===== src/logic/cfu_defines.svh =====
// --------------------------------------------------
// Width macros for the jump execute unit
// Include wherever a data, sequence or register
// index width is needed
// --------------------------------------------------

`ifndef CFU_DEFINES_SVH
`define CFU_DEFINES_SVH

// --------------------------------------------------
// Datapath
// --------------------------------------------------

// Data word, also pc, link and target width
`define CFU_XLEN 32

// --------------------------------------------------
// Tags and register indices
// --------------------------------------------------

// Sequence number carried from dispatch to commit
`define CFU_SEQ_NUM_BITS 5

// Architectural register index, x0..x31
`define CFU_REG_ADDR_BITS 5

`endif


===== src/logic/cfu_pkg.sv =====
// --------------------------------------------------
// Shared types of the jump execute unit
// Micro-op encoding and the payloads of both stages
// --------------------------------------------------

`include "cfu_defines.svh"

package cfu_pkg;

  // --------------------------------------------------
  // Micro-op
  // --------------------------------------------------

  // Only the two unconditional jumps reach this unit
  typedef enum logic {
    UOP_JAL  = 1'b0,
    UOP_JALR = 1'b1
  } cfu_uop_t;

  // --------------------------------------------------
  // Stage payloads
  // --------------------------------------------------

  // Target stage to writeback stage
  typedef struct packed {
    logic [`CFU_XLEN-1:0]          pc;
    logic [`CFU_SEQ_NUM_BITS-1:0]  seq_num;
    logic [`CFU_REG_ADDR_BITS-1:0] waddr;
    // Return address, pc + 4
    logic [`CFU_XLEN-1:0]          link;
    logic [`CFU_XLEN-1:0]          target;
  } cfu_x_msg_t;

  // Writeback stage to commit side
  typedef struct packed {
    logic [`CFU_XLEN-1:0]          pc;
    logic [`CFU_SEQ_NUM_BITS-1:0]  seq_num;
    logic [`CFU_REG_ADDR_BITS-1:0] waddr;
    // Zero whenever wen is low
    logic [`CFU_XLEN-1:0]          wdata;
    logic                          wen;
    logic [`CFU_XLEN-1:0]          target;
  } cfu_w_msg_t;

endpackage


===== src/logic/cfu_pipe_reg.sv =====
// --------------------------------------------------
// One-entry valid/ready pipeline register
// Payload type set per instance, full throughput
// --------------------------------------------------

`timescale 1ns/1ps

module cfu_pipe_reg #(
  parameter type payload_t = logic
) (
  input  logic     clk,
  input  logic     rst_n,

  // Upstream side
  input  logic     in_val,
  output logic     in_rdy,
  input  payload_t in_msg,

  // Downstream side
  output logic     out_val,
  input  logic     out_rdy,
  output payload_t out_msg
);

  // Entry state
  logic     full;
  payload_t msg_q;
  logic     in_fire;

  // Free when empty or when the held item leaves this cycle
  assign in_rdy  = !full || out_rdy;
  assign in_fire = in_val && in_rdy;

  // Full flag, control state only
  always_ff @(posedge clk) begin
    if (!rst_n) begin
      full <= 1'b0;
    end else if (in_fire) begin
      full <= 1'b1;
    end else if (out_rdy) begin
      // Item left with nothing behind it
      full <= 1'b0;
    end
  end

  // Payload storage, loaded on accept
  always_ff @(posedge clk) begin
    if (in_fire) begin
      msg_q <= in_msg;
    end
  end

  assign out_val = full;
  assign out_msg = msg_q;

endmodule


===== src/logic/cfu_target_stage.sv =====
// --------------------------------------------------
// First stage of the jump unit
// Computes jump target and link, then registers
// the result toward the writeback stage
// --------------------------------------------------

`timescale 1ns/1ps

`include "cfu_defines.svh"

module cfu_target_stage (
  input  logic                          clk,
  input  logic                          rst_n,

  // Dispatch side
  input  logic                          d_val,
  output logic                          d_rdy,
  input  logic [`CFU_XLEN-1:0]          d_pc,
  input  logic [`CFU_SEQ_NUM_BITS-1:0]  d_seq_num,
  input  logic [`CFU_XLEN-1:0]          d_op1,
  input  logic [`CFU_XLEN-1:0]          d_imm,
  input  logic [`CFU_REG_ADDR_BITS-1:0] d_waddr,
  input  cfu_pkg::cfu_uop_t             d_uop,

  // Toward writeback stage
  output logic                          x_val,
  input  logic                          x_rdy,
  output cfu_pkg::cfu_x_msg_t           x_msg
);

  // --------------------------------------------------
  // Target and link
  // --------------------------------------------------

  logic                 is_jalr;
  logic [`CFU_XLEN-1:0] base;
  logic [`CFU_XLEN-1:0] sum;
  logic [`CFU_XLEN-1:0] target;
  logic [`CFU_XLEN-1:0] link;

  assign is_jalr = (d_uop == cfu_pkg::UOP_JALR);

  // JAL is pc relative, JALR is register relative
  assign base = is_jalr ? d_op1 : d_pc;
  assign sum  = base + d_imm;

  // JALR drops bit 0 of the sum
  assign target = is_jalr ? {sum[`CFU_XLEN-1:1], 1'b0} : sum;

  // Return address of the next sequential instruction
  assign link = d_pc + `CFU_XLEN'd4;

  // --------------------------------------------------
  // Stage register
  // --------------------------------------------------

  cfu_pkg::cfu_x_msg_t x_next;

  always_comb begin
    x_next.pc      = d_pc;
    x_next.seq_num = d_seq_num;
    x_next.waddr   = d_waddr;
    x_next.link    = link;
    x_next.target  = target;
  end

  cfu_pipe_reg #(
    .payload_t (cfu_pkg::cfu_x_msg_t)
  ) x_reg (
    .clk     (clk),
    .rst_n   (rst_n),
    .in_val  (d_val),
    .in_rdy  (d_rdy),
    .in_msg  (x_next),
    .out_val (x_val),
    .out_rdy (x_rdy),
    .out_msg (x_msg)
  );

endmodule


===== src/logic/cfu_writeback_stage.sv =====
// --------------------------------------------------
// Second stage of the jump unit
// Builds the writeback message and its enable,
// registered toward the commit side
// --------------------------------------------------

`timescale 1ns/1ps

`include "cfu_defines.svh"

module cfu_writeback_stage (
  input  logic                clk,
  input  logic                rst_n,

  // From target stage
  input  logic                x_val,
  output logic                x_rdy,
  input  cfu_pkg::cfu_x_msg_t x_msg,

  // Commit side
  output logic                w_val,
  input  logic                w_rdy,
  output cfu_pkg::cfu_w_msg_t w_msg
);

  // --------------------------------------------------
  // Writeback enable and data
  // --------------------------------------------------

  logic                 wen;
  logic [`CFU_XLEN-1:0] wdata;

  // x0 is hardwired zero, never written
  assign wen = (x_msg.waddr != `CFU_REG_ADDR_BITS'd0);

  // Link goes to rd, zero data when no write
  assign wdata = wen ? x_msg.link : '0;

  // --------------------------------------------------
  // Stage register
  // --------------------------------------------------

  cfu_pkg::cfu_w_msg_t w_next;

  always_comb begin
    w_next.pc      = x_msg.pc;
    w_next.seq_num = x_msg.seq_num;
    w_next.waddr   = x_msg.waddr;
    w_next.wdata   = wdata;
    w_next.wen     = wen;
    // Target passes straight through
    w_next.target  = x_msg.target;
  end

  cfu_pipe_reg #(
    .payload_t (cfu_pkg::cfu_w_msg_t)
  ) w_reg (
    .clk     (clk),
    .rst_n   (rst_n),
    .in_val  (x_val),
    .in_rdy  (x_rdy),
    .in_msg  (w_next),
    .out_val (w_val),
    .out_rdy (w_rdy),
    .out_msg (w_msg)
  );

endmodule


===== src/logic/cfu_top.sv =====
// --------------------------------------------------
// Jump execute unit, top level
// Takes JAL/JALR from dispatch, returns writeback
// two cycles later through a two-stage pipeline
// --------------------------------------------------

`timescale 1ns/1ps

`include "cfu_defines.svh"

module cfu_top (
  input  logic                          clk,
  input  logic                          rst_n,

  // --------------------------------------------------
  // Dispatch side
  // --------------------------------------------------
  input  logic                          d_val,
  output logic                          d_rdy,
  input  logic [`CFU_XLEN-1:0]          d_pc,
  input  logic [`CFU_SEQ_NUM_BITS-1:0]  d_seq_num,
  input  logic [`CFU_XLEN-1:0]          d_op1,
  input  logic [`CFU_XLEN-1:0]          d_imm,
  input  logic [`CFU_REG_ADDR_BITS-1:0] d_waddr,
  input  cfu_pkg::cfu_uop_t             d_uop,

  // --------------------------------------------------
  // Writeback side
  // --------------------------------------------------
  output logic                          w_val,
  input  logic                          w_rdy,
  output logic [`CFU_XLEN-1:0]          w_pc,
  output logic [`CFU_SEQ_NUM_BITS-1:0]  w_seq_num,
  output logic [`CFU_REG_ADDR_BITS-1:0] w_waddr,
  output logic [`CFU_XLEN-1:0]          w_wdata,
  output logic                          w_wen,
  output logic [`CFU_XLEN-1:0]          w_target
);

  // Link between the stages
  logic                x_val;
  logic                x_rdy;
  cfu_pkg::cfu_x_msg_t x_msg;

  // Registered writeback payload
  cfu_pkg::cfu_w_msg_t w_msg;

  // Stage 1, target and link
  cfu_target_stage target_stage (
    .clk       (clk),
    .rst_n     (rst_n),
    .d_val     (d_val),
    .d_rdy     (d_rdy),
    .d_pc      (d_pc),
    .d_seq_num (d_seq_num),
    .d_op1     (d_op1),
    .d_imm     (d_imm),
    .d_waddr   (d_waddr),
    .d_uop     (d_uop),
    .x_val     (x_val),
    .x_rdy     (x_rdy),
    .x_msg     (x_msg)
  );

  // Stage 2, writeback message
  cfu_writeback_stage writeback_stage (
    .clk   (clk),
    .rst_n (rst_n),
    .x_val (x_val),
    .x_rdy (x_rdy),
    .x_msg (x_msg),
    .w_val (w_val),
    .w_rdy (w_rdy),
    .w_msg (w_msg)
  );

  // Unpack onto the commit-side ports
  assign w_pc      = w_msg.pc;
  assign w_seq_num = w_msg.seq_num;
  assign w_waddr   = w_msg.waddr;
  assign w_wdata   = w_msg.wdata;
  assign w_wen     = w_msg.wen;
  assign w_target  = w_msg.target;

endmodule


===== config.mk =====
export PLATFORM = sky130hd
export DESIGN_NAME = cfu_top
export DESIGN_NICKNAME = d
export VERILOG_FILES = /design/src/logic/cfu_pkg.sv /design/src/logic/cfu_pipe_reg.sv /design/src/logic/cfu_target_stage.sv /design/src/logic/cfu_writeback_stage.sv /design/src/logic/cfu_top.sv
export VERILOG_INCLUDE_DIRS = /design/src /design/src/logic
export SDC_FILE = /design/constraint.sdc
export NUM_CORES = 1
export LEC_CHECK = 0
export ABC_AREA = 1
export BUFFER_PORTS_ARGS = -buffer_cell sky130_fd_sc_hd__buf_2
export CAP_MARGIN = 40
export CORE_MARGIN = 2
export CORE_UTILIZATION = 55
export DETAILED_ROUTE_END_ITERATION = 10
export PLACE_DENSITY = 0.81
export SLEW_MARGIN = 15
export SYNTH_ARGS = -nofsm -noshare
export SYNTH_HDL_FRONTEND = slang
export SYNTH_SLANG_ARGS = --single-unit
export TNS_END_PERCENT = 30

===== constraint.sdc =====
create_clock -name clk -period 8.05 [get_ports clk]
set_input_delay 0 -clock clk [delete_from_list [all_inputs] [get_ports clk]]
set_output_delay 0 -clock clk [all_outputs]
set_load 0.02 [all_outputs]

==> run metrics <==
status finished clean; die width 140 µm; WP data arrival 2580 ps; total grt overflow 0; die height 140 µm; Root Buffer clkbuf_16; design area 12800 µm²; vias in the first global route 7814; syn nets 1136; largest net degree at the start of global routing 73; fin. max-slew vios 0; leakage power 0.00607 µW; count of cell types in the netlist 31; final setup vio count 0; RSZ-0062 raised after global routing no; H-Tree Depth 1; Final min period 2320 ps; CP Class in -> reg; hold path cells 4; num rows 49; Initial Utilization 56.1%; Mapped Cells 992; crit end category register; die area 19500 µm²; area grow syn2layout 26.8%; layout cells sized above 1 22.1%; Final Hold Viols 0; Core ar. 18000 µm²; Compound-Gate Fraction of Synth Area 2.55%; PortBufs 219; Mapped Avg Cell Area 10.2 µm²; first drt pass iteration count 5; CTS Sinks 213; crit-path max FO 56; post-route ant nets 0; Slew headroom 44.1%; global-route wire length before repair 40.0 mm; R2R depth 5; Worst Tran Pin Value 838 ps; DR vias 7758; placed inst area 11500 µm²; Startpoint Class primary input; asr flop ratio synth 0%; Reg2Reg Setup Slack 5910 ps; Yosys reg bits 213; synth warn 0; Starting DRT DRC Count 690; largest family of logic cells by synthesized area simple AND/OR/NAND/NOR gates; routed len/inst 17.2 µm; Final Util 71.2%; Hold Slack 22.9 ps; Clock Skew 11.6 ps; final worst path period share 28.9%; simple-gate share of the synthesized area 18.6%; Hold Startpoint d_imm[29]; PostCTS Resize Cnt 0; power per cell area 223 nW/µm²; post-synthesis xor/xnor area fraction 3.72%; setup TNS 0 ps; VDD IR max 0.257 mV; CTS Buf Count 22; end point of the worst hold path target_stage.x_reg.out_msg[29]; HPWL after detailed placement 18.0 mm; adder-cell share of the synthesized area 4.16%; number of nets in the layout 1425; post-DR vias/cell 5.09; required time of the critical path 8310 ps; total wire length 26.3 mm; GP Congestion 0.918; gr usage total 26.3%; Clock Tree Buf Depth 3; highest clock rate 430 MHz; MaxCap Viol Count 0; sequential-to-total area share from yosys stat 63.0%; TritonCTS clock tree built; total power 2860 µW; # DRC 0; mux cell area share after synthesis 1.00%; clk slew on worst S/H paths 60 ps; Filler Cell Count 1280; IO Pins 220; worst flop-to-flop path endpoint target_stage.x_reg.out_msg[28]; clock latency on the worst-skew pair 500 ps; r2r startpoint writeback_stage.w_reg.out_val; number of flops mapped to enable cells by yosys 211; Post-Syn Area 10100 µm²; hold crit path type in -> reg; antenna violations before repair 2; prevailing post-synth register cell edfxtp_1
[flip-flops by register name, indices dropped and copies added (netlist names)]
signal / flops
writeback_stage.w_reg.out_msg: 107
writeback_stage.w_reg.out_val: 1
target_stage.x_reg.out_val: 1
target_stage.x_reg.out_msg: 104
[kinds of logic (layout without fill, tap and decap cells)]
family                   Yosys count  in the layout
AND/OR/NAND/NOR                  457            457
flip-flops                       213            213
buffers and inverters            187            490
AO/OA/AOI/OAI                     50             50
XOR/XNOR                          43             43
adder cells (fa/ha/maj)           33             33
multiplexers                       9              9
other                              0              1
[layer usage]
metal,global-route usage (%),share of wire (%),up-vias
li1,-,-,3790
met1,32.7,39,3521
met2,46.4,50,381
met3,4.61,7.8,64
met4,9.74,3.2,2
met5,0,0.053,-
[worst max-delay path by stage]
stage,endpoint,from
2_1_floorplan,writeback_stage.w_reg.out_msg[0],writeback_stage.w_reg.out_val
3_3_place_gp,target_stage.x_reg.out_msg[28],d_uop
3_5_place_dp,target_stage.x_reg.out_msg[28],d_uop
4_1_cts,target_stage.x_reg.out_msg[28],d_uop
5_1_grt,target_stage.x_reg.out_msg[28],d_uop
6_report,target_stage.x_reg.out_msg[28],d_uop
[worst max-delay path, stage by stage]
cell and delay [ps]:
buf_2 620, mux2_2 420, ha_1 230, fa_1 460, nand3_1 120, nand3_1 100
nand2_1 70, nand2_1 100, nand2_1 80, nand2_1 100, nand2_1 100, nand2_1 50
nand2_1 60, nand2_1 40
[placed cells by master, fill, tap and decap left out, drive strengths merged, types with 2 or more instances in the layout]
master,instances
xor2,42
a21oi,23
nor2,61
clkbuf,23
nor3,20
dfxtp,2
nand4,10
edfxtp,211
nand3,38
o21ai,24
nand2,324
clkinvlp,4
buf,225
dlygate4sd3,49
ha,32
bufinv,4
clkinv,6
inv,179
mux2,9
o21bai,2
[power breakdown]
part           internal, µW  total, µW  switching (µW)
Clock                   649       1090             441
Combinational           146        420             273
Sequential             1320       1350            23.8
Total                  2120       2860             738
[stage by stage]
step / std cells / setup slack, ps
CTS: 1522 / 5720
floorplan: 992 / 1840
finish: 1525 / 5730
global route: 1525 / 5440
global placement: 1434 / 5300
detailed placement: 1435 / 5210
[synthesized netlist by cell type, types with 2 or more instances]
cell      count  area [µm²]
nand4_1      10        62.6
edfxtp_1    211        6340
nand3_1      35         175
o21ai_0      23         115
clkbuf_1      5        18.8
buf_2         2        10.0
dfxtp_1       2        40.0
nor2_4        2        22.5
o21bai_1      2        15.0
nor3_1       19        95.1
nor2_1       57         214
buf_1         2        7.51
nor2_2        2        12.5
ha_1         32         400
nand3_2       3        30.0
xor2_1       42         368
mux2_2        9         101
nand2_2       3        18.8
inv_1       177         664
a21oi_1      23         115
nand2_1     321        1200
[layout make-up]
class | count | area, µm² | share of cell area (%)
flip-flops and latches | 213 | 6380 | 49.7
multi-input cells | 592 | 3050 | 23.7
repair buffers | 274 | 1680 | 13.1
inverters | 178 | 671 | 5.23
clock buffers | 23 | 576 | 4.49
well taps | 229 | 287 | 2.23
clock inverters | 15 | 191 | 1.49
diodes | 1 | 2.50 | 0.0195
[repair_timing]
item / in CTS / in global routing
buffers inserted: 0 / 0
endpoints found under the setup margin: 0 / 0
endpoints found under the hold margin: 77 / 0
hold buffers: 49 / 0
Note: power is estimated with default switching activity, not from simulation.
